--- src/uart_rx_pkg.sv ---
//==============================
// shared types and default widths for the uart receiver
// frame states are one-hot and parity codes match the register map
// widths here are defaults only, the top level may override them
//==============================

package uart_rx_pkg;

	//==============================
	// frame states
	//==============================

	// one-hot, five bits
	typedef enum logic [4:0]
	{
		RX_IDLE   = 5'b00001,
		RX_START  = 5'b00010,
		RX_DATA   = 5'b00100,
		RX_PARITY = 5'b01000,
		RX_STOP   = 5'b10000
	} rx_state_e;

	//==============================
	// parity modes
	//==============================

	// even and odd are computed from the word
	// space and mark are fixed levels
	typedef enum logic [1:0]
	{
		PAR_EVEN  = 2'd0,
		PAR_ODD   = 2'd1,
		PAR_SPACE = 2'd2,
		PAR_MARK  = 2'd3
	} parity_mode_e;

	// divisor and oversampling setting widths
	localparam int DEF_CLKDIV_W   = 12;
	localparam int DEF_OVS_W      = 4;
	// widest word the receiver assembles
	localparam int DEF_WORD_W     = 10;
	// credits available after reset
	localparam int DEF_FIFO_DEPTH = 16;

endpackage

--- src/rx_frame_if.sv ---
//==============================
// strobes, frame state and line sample shared by the receive stages
// no clock inside, every stage brings its own pe_clk
//==============================

`timescale 1ns/1ps

interface rx_frame_if
	import uart_rx_pkg::*;
();

	// bit timer strobes
	logic       sample_pulse;
	logic       sample_done;
	logic       bit_end;
	// frame controller state
	rx_state_e  state;
	logic [3:0] data_idx;
	// checker results
	logic       line_bit;
	logic       noise;

	modport timer (input state, output sample_pulse, sample_done, bit_end);

	modport ctrl (input sample_done, bit_end, line_bit, noise, output state, data_idx);

	modport check (input sample_pulse, sample_done, state, data_idx, output line_bit, noise);

endinterface

--- src/rx_bit_timer.sv ---
//==============================
// oversampling bit timer, one bit is r_clkdiv * r_oversampling cycles
// r_clkdiv must be 1 or more and r_oversampling 3 or more
// counters hold at zero while the frame state is idle
//==============================

`timescale 1ns/1ps

module rx_bit_timer
	import uart_rx_pkg::*;
#(
	parameter int CLKDIV_W = DEF_CLKDIV_W,
	parameter int OVS_W    = DEF_OVS_W
)
(
	input  logic                pe_clk,
	input  logic                pe_rstn,
	input  logic [CLKDIV_W-1:0] r_clkdiv,
	input  logic [OVS_W-1:0]    r_oversampling,
	rx_frame_if.timer           frm
);

	logic [CLKDIV_W-1:0] clkdiv_cnt;
	logic [OVS_W-1:0]    ovs_cnt;
	logic                run;
	logic                div_end;
	logic                ovs_end;
	logic                ovs_mid;
	logic                sample_pulse;
	logic                sample_q;

	// timer runs for any state except idle
	assign run     = (frm.state != RX_IDLE);
	// last divisor cycle of one oversampling point
	assign div_end = (clkdiv_cnt == r_clkdiv - 1'b1);
	// last oversampling point of the bit
	assign ovs_end = (ovs_cnt == r_oversampling - 1'b1);
	// middle point, rounded down
	assign ovs_mid = (ovs_cnt == (r_oversampling >> 1));

	// single cycle at the first divisor cycle of the middle point
	assign sample_pulse = run && ovs_mid && (clkdiv_cnt == '0);

	//==============================
	// counters
	//==============================

	always_ff @(posedge pe_clk or negedge pe_rstn)
	begin
		if (!pe_rstn)
		begin
			clkdiv_cnt <= '0;
			ovs_cnt    <= '0;
		end
		else if (!run)
		begin
			clkdiv_cnt <= '0;
			ovs_cnt    <= '0;
		end
		else if (div_end)
		begin
			clkdiv_cnt <= '0;
			// wraps at bit end, next bit starts at point zero
			ovs_cnt    <= ovs_end ? '0 : ovs_cnt + 1'b1;
		end
		else
			clkdiv_cnt <= clkdiv_cnt + 1'b1;
	end

	// line value is stable one cycle after the sample
	always_ff @(posedge pe_clk or negedge pe_rstn)
	begin
		if (!pe_rstn)
			sample_q <= 1'b0;
		else
			sample_q <= sample_pulse;
	end

	assign frm.sample_pulse = sample_pulse;
	assign frm.sample_done  = sample_q;
	assign frm.bit_end      = run && div_end && ovs_end;

endmodule

--- src/rx_frame_ctrl.sv ---
//==============================
// frame state machine, decides every state change
// r_data_bits must lie between 5 and the word width of the checker
// a frame runs to its end once started, rx_enable only arms idle
//==============================

`timescale 1ns/1ps

module rx_frame_ctrl
	import uart_rx_pkg::*;
(
	input  logic       pe_clk,
	input  logic       pe_rstn,
	input  logic       rx_in,
	input  logic       rx_enable,
	input  logic [3:0] r_data_bits,
	input  logic       r_parity_en,
	input  logic       r_two_stop,
	rx_frame_if.ctrl   frm
);

	rx_state_e  state;
	rx_state_e  next_state;
	logic       rx_meta;
	logic       rx_sync;
	logic       rx_prev;
	logic       start_edge;
	logic [3:0] data_idx;
	logic       last_data;
	logic       stop_cnt;
	logic       last_stop;

	//==============================
	// start edge
	//==============================

	// two flop sync, line idles high
	always_ff @(posedge pe_clk or negedge pe_rstn)
	begin
		if (!pe_rstn)
		begin
			rx_meta <= 1'b1;
			rx_sync <= 1'b1;
			rx_prev <= 1'b1;
		end
		else
		begin
			rx_meta <= rx_in;
			rx_sync <= rx_meta;
			rx_prev <= rx_sync;
		end
	end

	// falling edge, armed only in idle
	always_ff @(posedge pe_clk or negedge pe_rstn)
	begin
		if (!pe_rstn)
			start_edge <= 1'b0;
		else
			start_edge <= rx_enable && (state == RX_IDLE) && rx_prev && !rx_sync;
	end

	//==============================
	// state machine
	//==============================

	// data ends on the last index, stop on the last stop bit
	assign last_data = (data_idx == r_data_bits - 4'd1);
	assign last_stop = (stop_cnt == r_two_stop);

	always_ff @(posedge pe_clk or negedge pe_rstn)
	begin
		if (!pe_rstn)
			state <= RX_IDLE;
		else
			state <= next_state;
	end

	always_comb
	begin
		next_state = state;
		case (state)
			RX_IDLE:
				if (start_edge)
					next_state = RX_START;
			// noise drops the frame before the start bit ends
			RX_START:
				if (frm.noise)
					next_state = RX_IDLE;
				else if (frm.bit_end && !frm.line_bit)
					next_state = RX_DATA;
			RX_DATA:
				if (frm.bit_end && last_data)
					next_state = r_parity_en ? RX_PARITY : RX_STOP;
			RX_PARITY:
				if (frm.bit_end)
					next_state = RX_STOP;
			// leave mid stop bit, ready for the next start edge
			RX_STOP:
				if (frm.sample_done && last_stop)
					next_state = RX_IDLE;
			default:
				next_state = RX_IDLE;
		endcase
	end

	//==============================
	// bit counters
	//==============================

	// data bit position, lsb first
	always_ff @(posedge pe_clk or negedge pe_rstn)
	begin
		if (!pe_rstn)
			data_idx <= '0;
		else if (state == RX_START)
			data_idx <= '0;
		else if ((state == RX_DATA) && frm.bit_end && !last_data)
			data_idx <= data_idx + 4'd1;
	end

	// stop bits already finished in this frame
	always_ff @(posedge pe_clk or negedge pe_rstn)
	begin
		if (!pe_rstn)
			stop_cnt <= 1'b0;
		else if (state != RX_STOP)
			stop_cnt <= 1'b0;
		else if (frm.bit_end)
			stop_cnt <= 1'b1;
	end

	assign frm.state    = state;
	assign frm.data_idx = data_idx;

endmodule

--- src/rx_frame_check.sv ---
//==============================
// line sampling, word assembly, parity, stop and noise checks
// flags only, all state changes are made by the frame controller
// unused upper word bits read as zero
//==============================

`timescale 1ns/1ps

module rx_frame_check
	import uart_rx_pkg::*;
#(
	parameter int WORD_W = DEF_WORD_W
)
(
	input  logic              pe_clk,
	input  logic              pe_rstn,
	input  logic              rx_in,
	input  parity_mode_e      r_parity_mode,
	rx_frame_if.check         frm,
	output logic              frame_done,
	output logic [WORD_W-1:0] frame_word,
	output logic              frame_error,
	output logic              parity_error,
	output logic              stop_error
);

	logic              rx_meta;
	logic              rx_sync;
	logic              rx_prev;
	logic              line_rise;
	logic              line_bit;
	logic [WORD_W-1:0] word;
	logic              par_exp;
	logic              err_flag;
	logic              mid_seen;
	logic              noise;
	logic              in_stop_q;

	// two flop sync plus one for the rising edge
	always_ff @(posedge pe_clk or negedge pe_rstn)
	begin
		if (!pe_rstn)
		begin
			rx_meta <= 1'b1;
			rx_sync <= 1'b1;
			rx_prev <= 1'b1;
		end
		else
		begin
			rx_meta <= rx_in;
			rx_sync <= rx_meta;
			rx_prev <= rx_sync;
		end
	end

	assign line_rise = rx_sync && !rx_prev;

	//==============================
	// sampling and word
	//==============================

	always_ff @(posedge pe_clk or negedge pe_rstn)
	begin
		if (!pe_rstn)
			line_bit <= 1'b1;
		else if (frm.sample_pulse)
			line_bit <= rx_sync;
	end

	// cleared during the start bit
	always_ff @(posedge pe_clk)
	begin
		if (frm.state == RX_START)
			word <= '0;
		else if ((frm.state == RX_DATA) && frm.sample_pulse && (frm.data_idx < WORD_W))
			word[frm.data_idx] <= rx_sync;
	end

	// follows the word during data, holds through the parity bit
	always_ff @(posedge pe_clk or negedge pe_rstn)
	begin
		if (!pe_rstn)
			par_exp <= 1'b0;
		else if (frm.state == RX_DATA)
		begin
			case (r_parity_mode)
				PAR_EVEN:  par_exp <= ^word;
				PAR_ODD:   par_exp <= ~^word;
				PAR_SPACE: par_exp <= 1'b0;
				default:   par_exp <= 1'b1;
			endcase
		end
	end

	//==============================
	// checks
	//==============================

	assign parity_error = (frm.state == RX_PARITY) && frm.sample_done && (line_bit != par_exp);
	// every stop bit must read high
	assign stop_error   = (frm.state == RX_STOP) && frm.sample_done && !line_bit;

	// sticky until the next start bit
	always_ff @(posedge pe_clk or negedge pe_rstn)
	begin
		if (!pe_rstn)
			err_flag <= 1'b0;
		else if (frm.state == RX_START)
			err_flag <= 1'b0;
		else if (parity_error || stop_error)
			err_flag <= 1'b1;
	end

	// start bit middle reached
	always_ff @(posedge pe_clk or negedge pe_rstn)
	begin
		if (!pe_rstn)
			mid_seen <= 1'b0;
		else if (frm.state != RX_START)
			mid_seen <= 1'b0;
		else if (frm.sample_pulse)
			mid_seen <= 1'b1;
	end

	// early rise, or a glitch too short to see as an edge
	always_ff @(posedge pe_clk or negedge pe_rstn)
	begin
		if (!pe_rstn)
			noise <= 1'b0;
		else
			noise <= (frm.state == RX_START) && !noise &&
				((line_rise && !mid_seen) || (frm.sample_done && line_bit));
	end

	always_ff @(posedge pe_clk or negedge pe_rstn)
	begin
		if (!pe_rstn)
			in_stop_q <= 1'b0;
		else
			in_stop_q <= (frm.state == RX_STOP);
	end

	// first idle cycle after stop
	assign frame_done  = in_stop_q && (frm.state == RX_IDLE);
	assign frame_word  = word;
	assign frame_error = err_flag;

	assign frm.line_bit = line_bit;
	assign frm.noise    = noise;

endmodule

--- src/rx_word_push.sv ---
//==============================
// error discard, credit count and fifo write
// one credit per fifo entry, returns beyond FIFO_DEPTH are ignored
//==============================

`timescale 1ns/1ps

module rx_word_push
	import uart_rx_pkg::*;
#(
	parameter int WORD_W     = DEF_WORD_W,
	parameter int FIFO_DEPTH = DEF_FIFO_DEPTH
)
(
	input  logic              pe_clk,
	input  logic              pe_rstn,
	input  logic              frame_done,
	input  logic [WORD_W-1:0] frame_word,
	input  logic              frame_error,
	input  logic              r_error_ignore,
	input  logic              credit_return,
	output logic              fifo_we,
	output logic [WORD_W-1:0] fifo_data,
	output logic              overrun
);

	localparam int CNT_W = $clog2(FIFO_DEPTH + 1);

	logic [CNT_W-1:0] credits;
	logic             accept;
	logic             write;

	// good frame, or a bad one the user keeps
	assign accept = frame_done && (!frame_error || r_error_ignore);
	assign write  = accept && (credits != '0);

	// write and return together leave the count alone
	always_ff @(posedge pe_clk or negedge pe_rstn)
	begin
		if (!pe_rstn)
			credits <= CNT_W'(FIFO_DEPTH);
		else if (write && !credit_return)
			credits <= credits - 1'b1;
		else if (!write && credit_return && (credits < CNT_W'(FIFO_DEPTH)))
			credits <= credits + 1'b1;
	end

	// no credit, overrun instead of the write
	always_ff @(posedge pe_clk or negedge pe_rstn)
	begin
		if (!pe_rstn)
		begin
			fifo_we <= 1'b0;
			overrun <= 1'b0;
		end
		else
		begin
			fifo_we <= write;
			overrun <= accept && !write;
		end
	end

	always_ff @(posedge pe_clk)
	begin
		if (write)
			fifo_data <= frame_word;
	end

endmodule

--- src/uart_rx_top.sv ---
//==============================
// uart receive engine top with plain ports
// latency from start edge to fifo_we depends on the configuration
// status outputs are single cycle pulses
//==============================

`timescale 1ns/1ps

module uart_rx_top
	import uart_rx_pkg::*;
#(
	parameter int CLKDIV_W   = DEF_CLKDIV_W,
	parameter int OVS_W      = DEF_OVS_W,
	parameter int WORD_W     = DEF_WORD_W,
	parameter int FIFO_DEPTH = DEF_FIFO_DEPTH
)
(
	input  logic                pe_clk,
	input  logic                pe_rstn,
	input  logic                uart_rx,
	input  logic                rx_enable,
	input  logic [CLKDIV_W-1:0] r_clkdiv,
	input  logic [OVS_W-1:0]    r_oversampling,
	input  logic [3:0]          r_data_bits,
	input  logic                r_parity_en,
	input  parity_mode_e        r_parity_mode,
	input  logic                r_two_stop,
	input  logic                r_error_ignore,
	input  logic                credit_return,
	output logic                fifo_we,
	output logic [WORD_W-1:0]   fifo_data,
	output logic                int_parity_error,
	output logic                int_stop_error,
	output logic                int_noise,
	output logic                int_stop_detect,
	output logic                int_overrun
);

	logic              frame_done;
	logic [WORD_W-1:0] frame_word;
	logic              frame_error;
	logic              overrun;

	rx_frame_if u_frame_if ();

	// bit timing
	rx_bit_timer #(.CLKDIV_W(CLKDIV_W), .OVS_W(OVS_W)) u_bit_timer
	(
		.pe_clk         (pe_clk),
		.pe_rstn        (pe_rstn),
		.r_clkdiv       (r_clkdiv),
		.r_oversampling (r_oversampling),
		.frm            (u_frame_if.timer)
	);

	// decode
	rx_frame_ctrl u_frame_ctrl
	(
		.pe_clk      (pe_clk),
		.pe_rstn     (pe_rstn),
		.rx_in       (uart_rx),
		.rx_enable   (rx_enable),
		.r_data_bits (r_data_bits),
		.r_parity_en (r_parity_en),
		.r_two_stop  (r_two_stop),
		.frm         (u_frame_if.ctrl)
	);

	// execute
	rx_frame_check #(.WORD_W(WORD_W)) u_frame_check
	(
		.pe_clk        (pe_clk),
		.pe_rstn       (pe_rstn),
		.rx_in         (uart_rx),
		.r_parity_mode (r_parity_mode),
		.frm           (u_frame_if.check),
		.frame_done    (frame_done),
		.frame_word    (frame_word),
		.frame_error   (frame_error),
		.parity_error  (int_parity_error),
		.stop_error    (int_stop_error)
	);

	// result
	rx_word_push #(.WORD_W(WORD_W), .FIFO_DEPTH(FIFO_DEPTH)) u_word_push
	(
		.pe_clk         (pe_clk),
		.pe_rstn        (pe_rstn),
		.frame_done     (frame_done),
		.frame_word     (frame_word),
		.frame_error    (frame_error),
		.r_error_ignore (r_error_ignore),
		.credit_return  (credit_return),
		.fifo_we        (fifo_we),
		.fifo_data      (fifo_data),
		.overrun        (overrun)
	);

	assign int_noise       = u_frame_if.noise;
	// a word written is a stop detect
	assign int_stop_detect = fifo_we;
	assign int_overrun     = overrun;

endmodule

--- config.mk ---
export PLATFORM = sky130hd
export DESIGN_NAME = uart_rx_top
export DESIGN_NICKNAME = d
export VERILOG_FILES = /design/src/uart_rx_pkg.sv /design/src/rx_frame_if.sv /design/src/rx_bit_timer.sv /design/src/rx_frame_ctrl.sv /design/src/rx_frame_check.sv /design/src/rx_word_push.sv /design/src/uart_rx_top.sv
export SDC_FILE = /design/constraint.sdc
export NUM_CORES = 1
export LEC_CHECK = 0
export BUFFER_PORTS_ARGS = -buffer_cell sky130_fd_sc_hd__buf_2
export CAP_MARGIN = 10
export CORE_AREA = 4 4 88 90
export DETAILED_ROUTE_END_ITERATION = 6
export DIE_AREA = 0 0 92 94
export PLACE_DENSITY = 0.72
export SETUP_SLACK_MARGIN = 0.3
export SKIP_LAST_GASP = 1
export SLEW_MARGIN = 40
export SYNTH_ARGS = -nofsm -noshare
export SYNTH_HDL_FRONTEND = slang
export SYNTH_SLANG_ARGS = --single-unit
--- constraint.sdc ---
create_clock -name pe_clk -period 4.4 [get_ports pe_clk]
set_clock_uncertainty 0.2 [all_clocks]
set_input_delay 0.44 -clock pe_clk [delete_from_list [all_inputs] [get_ports pe_clk]]
set_output_delay 0.44 -clock pe_clk [all_outputs]
set_load 0.01 [all_outputs]
==> impl_results.md, run 1 <==
* Highest Clock Rate at 298 MHz
* Syn Inst Count at 383
* DR iter-0 viols at 126
* Layout cells sized above 1 at 21.4%
* Seq cells post-synth at 64
* WS Path Type: reg2reg
* Global-route usage over all layers at 19.2%
* Hold path depth at 3
* Reg2Reg Setup Slack at 1.04 ns
* CTS sink cnt at 64
* Syn. warnings at 0
* Period utilization at 76.3%
* Detailed placer's ending HPWL at 5.72 mm
* H-tree depth at 3
* Synth Area per Inst at 9.75 um^2
* CP cell instances: or3_1 -> nor3b_2 -> nand3_1 -> a21oi_1 -> buf_4 -> nand2b_1 -> inv_1 -> ha_1 -> a21o_1 -> a21oi_1 -> nor2_1 -> o21a_1 -> a211o_1
* N_diodes at 0
* Commonest non-fill, non-tap cell in the layout: buf_2
* Layout Nets at 474
* Chip Height at 94 um
* Num CTS Buffers at 9
* EDFF count, synth at 10
* Setup TNS at 0 ns
* Most frequent cells in the layout: buf_2 (44), dfrtp_1 (38), xnor2_1 (35), nand2_1 (31), nor2_1 (29)
* Core area at 7060 um^2
* P_leak at 1.87 nW
* Hold path startpoint: rx_enable
* Main flop type after synthesis: dfrtp_1
* CTS max path bufs at 2
* CP max stage delay at 0.42 ns
* DRT Pass-1 Iters at 4
* Total power at 1.65 mW
* Worst-Margin Slew at 0.670 ns
* Final std cells w/o fill at 534
* Fin worst setup slack at 1.04 ns
* Hold Crit Endpoint: u_frame_ctrl.start_edge
* Detail Route Antenna Nets at 0
* RSZ-0062 raised after global routing: no
* Relative slew slack at 55.0%
* CTS Root Cell: clkbuf_8
* Max-cap violations at 0
* Synth Cell Area at 3740 um^2
* Mean routed wirelength per cell at 14.4 um
* CP top delay family: simple AND/OR/NAND/NOR gates
* R2R depth at 13
* CP required at 4.46 ns
* Via count at 2891
* Die area at 8650 um^2
* Sequential area share after synthesis at 43.1%
* Global-route wire length before repair at 13.2 mm
* Status: complete, no violations
* Slew Limit Fails at 0
* CP Launch Type: flop
* Largest net degree at the start of global routing at 45
* Most used cell, CP: a21oi_1
* Finish-stage setup viols at 0
* CP Data Arrival Time at 3.42 ns
* Port buffer count at 45
* Placed insts at 516
* Ys async rst share at 68.8%
* Clk pin slew, worst setup/hold paths at 0.07 ns
* Remaining DRCs at 0
* CP Max Fanout at 15
* CP Capture Type: flop
* Number of library cell types mapped by synthesis at 65
* Vias in the first global route at 2852
* CTS tree: built
* Post-synth net total at 427
* Synth-to-Final Area Change at 14.6%
* Vias per cell at 5.41
* Routed WL at 7.67 mm
* Worst r2r dst: u_word_push.credits[4]
* GRT Residual Overflow at 0
* Pre-CTS setup slack at 0.852 ns
* Post-cts repair resize count at 0
* Initial antenna violation count at 0
* Die X at 92 um
* Clk_lat worst skew at 0.33 ns
* Period minus WS final at 3.36 ns
* Postcts setup bufs at 0
* Crit path max-delay cell type: dfrtp_1
* Rows at 31
* Cell Pwr Density at 385 nW/um^2
* Max IR drop VDD at 0.242 mV
* IO Count at 46
* Util after Layout at 60.6%
* Initial core utilization at 52.9%
* Hold crit path type: in2reg
* Final Hold Viols at 0
* Critical R2R Launch: u_frame_ctrl.frm.state[2]
* Routability Congestion at 0.882
* Critical path buffers and inverters at 2
[worst register-to-register path: stages (launching register included)]
cell      delay [ns]
dfrtp_1         0.42
or3_1           0.42
nor3b_2         0.38
nand3_1         0.16
a21oi_1         0.14
buf_4           0.24
nand2b_1        0.12
inv_1           0.12
ha_1            0.27
a21o_1          0.18
a21oi_1         0.19
nor2_1          0.07
o21a_1          0.16
a211o_1         0.22
[layout make-up]
type	instances	area, um^2
well taps	99	124
clock buffers	10	128
multi-input cells	288	2010
flip-flops and latches	64	1610
inverters	18	67.6
fillers	637	2780
repair buffers	49	263
clock inverters	6	82.6
[state kept, by name (all words and copies together) (netlist names), 4 cells and up]
signal and flops:
u_bit_timer.ovs_cnt 4, u_frame_ctrl.frm.data_idx 4, u_word_push.fifo_data 10, u_frame_check.frame_word 10, u_frame_ctrl.frm.state 5, u_word_push.credits 5
u_bit_timer.clkdiv_cnt 12
[stage by stage]
step | hold WS [ns] | instance area (um^2)
detailed placement | 0.149 | 4040
global route | 0.161 | 4280
floorplan | -0.0556 | 3740
CTS | 0.137 | 4270
finish | 0.148 | 4280
global placement | 0.148 | 4040
[report_power, final]
part           internal (mW)  switching (mW)
logic                  0.169           0.218
registers              0.659          0.0685
clock network          0.317           0.217
[cells in the mapped netlist, types with 2 or more instances]
cell type  instances  area share (%)
or3_1              4            0.67
a211o_1            2            0.47
nor3b_1            4            0.80
o31ai_1            2            0.40
and3_1             6             1.0
a32oi_1            2            0.47
a21oi_1           18             2.4
mux2i_1            4             1.1
nand4_1            4            0.67
o21a_1             2            0.40
dfrtp_1           38              25
o211ai_1           2            0.40
nor4b_1            2            0.47
inv_1             18             1.8
a22o_1             3            0.70
and2_1             3            0.50
nand2b_1           6             1.0
xnor2_1           35             8.2
buf_6              2            0.60
a21o_1             4            0.80
edfxtp_1          10             8.0
dfstp_2            6             4.2
ha_1              13             4.4
nand3_1           21             2.8
nor2_1            29             2.9
o22ai_1            5            0.84
a211oi_1           3            0.60
nor2b_1            2            0.33
dfxtp_1           10             5.4
nor3_1            12             1.6
nor4_1             5            0.84
xor2_1            19             4.5
or3b_2             2            0.47
clkbuf_1           9            0.90
o21ai_0            6            0.80
mux2_2             3            0.90
nor2_2             9             1.5
nand2_1           31             3.1
[worst max-delay path by stage]
stage	startpoint	endpoint	slack, ns	cells past startpoint
2_1_floorplan	u_frame_ctrl.frm.state[3]	u_word_push.credits[4]	0.78	12
6_report	u_frame_ctrl.frm.state[2]	u_word_push.credits[4]	1.04	13
5_1_grt	u_frame_ctrl.frm.state[2]	u_word_push.credits[4]	0.77	13
3_3_place_gp	r_clkdiv[0]	u_frame_ctrl.frm.data_idx[2]	1.02	10
3_5_place_dp	r_clkdiv[0]	u_frame_ctrl.frm.data_idx[2]	0.85	10
4_1_cts	u_frame_ctrl.frm.state[3]	u_word_push.credits[4]	1.02	13
[metal layers]
metal  wire length, um  GRT usage, %
met1              3630          25.2
met2              3600          31.1
met3               319          3.13
met4               127          8.91
met5                 0             0
[timing repair]
item / in CTS / in global routing
hold buffers: 2 / 0
endpoints found under the hold margin: 39 / 0
setup endpoints to repair: 0 / 0
[kinds of logic after synthesis]
group | after synthesis | synth area share, %
AOI/OAI and AO/OA | 59 | 10.7
xor gates and xnor gates | 55 | 13.3
adders and majority gates | 14 | 4.89
buffers and inverters | 31 | 3.65
DFF | 64 | 43.1
muxes | 7 | 1.98
and+or+nand+nor | 153 | 22.4
No activity file was read; power rests on OpenSTA's default activity.
==> run 2: changes to the inputs <==
==> constraint.sdc (replaced) <==
create_clock -name pe_clk -period 3.4 [get_ports pe_clk]
set_clock_uncertainty 0.2 [all_clocks]
set_input_delay 0.34 -clock pe_clk [delete_from_list [all_inputs] [get_ports pe_clk]]
set_output_delay 0.34 -clock pe_clk [all_outputs]
set_load 0.01 [all_outputs]
==> run 2 against run 1 <==
Hold slack got worse by 0.099 ns; sequential cell count unchanged; non-clock buffer count increased by 10; total power increased by 30%; sequential share of layout area decreased by 0.71 points; first-iteration DRC count decreased by 11%.
==> impl_results.md, run 2 (synthesis gave the netlist of run 1 again) <==
* Vias in the first global route at 2808 (-1.5%)
* Detailed placer's ending HPWL at 5.83 mm (+2.0%)
* Cell Pwr Density at 491 nW/um^2 (+27%)
* Routability Congestion at 0.873 (-0.96%)
* Hold path depth at 3 (unchanged)
* Fin worst setup slack at 0.463 ns (-0.581 ns)
* Synth-to-Final Area Change at 16.8%
* Clk pin slew, worst setup/hold paths at 0.07 ns (about the same)
* CTS sink cnt at 64 (unchanged)
* Global-route usage over all layers at 18.8% (-0.41 points)
* Register with the most flip-flops: u_bit_timer.clkdiv_cnt
* Register cell area after layout at 1610 um^2 (unchanged)
* Detail Route Antenna Nets at 0 (unchanged)
* Layout Nets at 484 (+2.1%)
* CTS Root Cell: clkbuf_8
* P_leak at 1.91 nW (+2.1%)
* Num CTS Buffers at 9 (unchanged)
* RSZ-0062 raised after global routing: no
* N_diodes at 0 (unchanged)
* CTS tree: built
* Pre-CTS setup slack at 0.283 ns (-0.569 ns)
* Relative slew slack at 55.9% (+0.93 points)
* Finish-stage setup viols at 0 (unchanged)
* Status: complete, no violations
* Period utilization at 86.4% (+10 points)
* Largest net degree at the start of global routing at 45 (unchanged)
* Die X at 92 um (unchanged)
* Final Hold Viols at 0 (unchanged)
* Fillers at 618 (-3.0%)
* Max-cap violations at 0 (unchanged)
* GRT Residual Overflow at 0 (unchanged)
* R2R depth at 12 (-1)
* Clk_lat worst skew at 0.34 ns (about the same)
* Max reg flops at 12 (unchanged)
* Vias per cell at 5.39 (-0.48%)
* CP Capture Type: flop
* CTS max path bufs at 2 (unchanged)
* CP Data Arrival Time at 3.01 ns (-0.41 ns)
* DRT Pass-1 Iters at 4 (unchanged)
* Chip Height at 94 um (unchanged)
* Routed WL at 7.80 mm (+1.7%)
* DR iter-0 viols at 112 (-11%)
* Mean routed wirelength per cell at 14.3 um (-0.19%)
* Setup TNS at 0 ns (unchanged)
* Initial antenna violation count at 0 (unchanged)
* Global-route wire length before repair at 12.9 mm (-2.0%)
* CP Launch Type: flop
* Rows at 31 (unchanged)
* Area occupied by multi-input gates at 2030 um^2 (+1.0%)
* Highest Clock Rate at 340 MHz (+14%)
* Commonest non-fill, non-tap cell in the layout: buf_2
* CP Max Fanout at 5 (-10)
* Initial core utilization at 52.9% (unchanged)
* Period minus WS final at 2.94 ns (-0.419 ns)
* Via count at 2931 (+1.4%)
* Die area at 8650 um^2 (unchanged)
* Port buffer count at 45 (unchanged)
* CP required at 3.47 ns (-0.99 ns)
* H-tree depth at 3 (unchanged)
* Slew Limit Fails at 0 (unchanged)
* Max IR drop VDD at 0.322 mV (+33%)
* Remaining DRCs at 0 (unchanged)
* Worst-Margin Slew at 0.655 ns (-0.0148 ns)
* IO Count at 46 (unchanged)
* Core area at 7060 um^2 (unchanged)
* WS Path Type: reg2reg
* Most frequent cells in the layout: buf_2 (44), dfrtp_1 (38), xnor2_1 (35), nand2_1 (31), nor2_1 (29)
* Layout cells sized above 1 at 24.0% (+2.7 points)
* Hold crit path type: in2reg
==> run 2: changes by cell type in the layout (fill, tap and decap cells not counted), sizes merged <==
cell,delta
bufinv,-1
buf,+10
inv,-1
clkinvlp,+1
clkbuf,+1
==> run 2: critical path, stage by stage (launching register included) <==
cell and delay, ns:
dfrtp_1 0.41, or3_4 0.42, nor3b_4 0.30, nand3_2 0.16
a21oi_4 0.15, nand2b_1 0.11, inv_2 0.09, ha_1 0.26
a21o_1 0.18, a21oi_2 0.15, nor2_1 0.05, o21a_1 0.17
a211o_1 0.22
==> run 2: area by class of cell <==
| class | count | share of cell area (%) |
|---|---|---|
| sequential | 64 | 36.9 |
| timing repair buffer | 59 | 7.74 |
| inverter | 18 | 1.55 |
| clock buffer | 11 | 3.24 |
| clock inverter | 5 | 1.29 |
| multi-input combinational | 288 | 46.5 |
| tap | 99 | 2.84 |
==> run 2: through the flow <==
stage	std cells	util (%)	total power, mW	cell area (um^2)	hold WS [ns]
2_1_floorplan	383	-	1.34	3750	-0.156
3_3_place_gp	523	58.2	1.46	4110	0.147
3_5_place_dp	523	58.2	1.47	4110	0.149
4_1_cts	541	61.4	2.13	4330	0.0330
5_1_grt	544	61.8	2.27	4360	0.0438
6_report	544	61.8	2.14	4360	0.0489
==> run 2: metal layers <==
layer	global-route usage [%]	vias to the layer above	wire, um
met3	4.01	4	307
li1	-	1462	-
met4	6.44	0	53
met1	24.8	1407	3590
met5	0	-	0
met2	30.8	58	3850
==> run 2: where the power goes <==
group	switching, mW	total [mW]	internal (mW)
Sequential	0.0911	0.944	0.853
Combinational	0.297	0.551	0.253
Clock	0.290	0.647	0.357
==> run 2: timing repair <==
action	in CTS	in global routing
resized for setup	1	3
hold endpoints to repair	39	0
hold buffers	2	0
setup endpoints to repair	1	2
pin swaps	0	2
setup buffers	0	3
cloned	0	0
==> run 2: worst paths after layout <==
kind,start,to,slack [ns]
min reg2reg,u_frame_check.rx_meta,u_frame_check.rx_sync,0.16
max,u_frame_ctrl.frm.state[3],u_word_push.credits[4],0.46
max in group asynchronous,pe_rstn,u_bit_timer.clkdiv_cnt[4],2.27
min in group asynchronous,pe_rstn,u_bit_timer.frm.sample_done,0.34
min,rx_enable,u_frame_ctrl.start_edge,0.05
max reg2reg,u_frame_ctrl.frm.state[3],u_word_push.credits[4],0.46
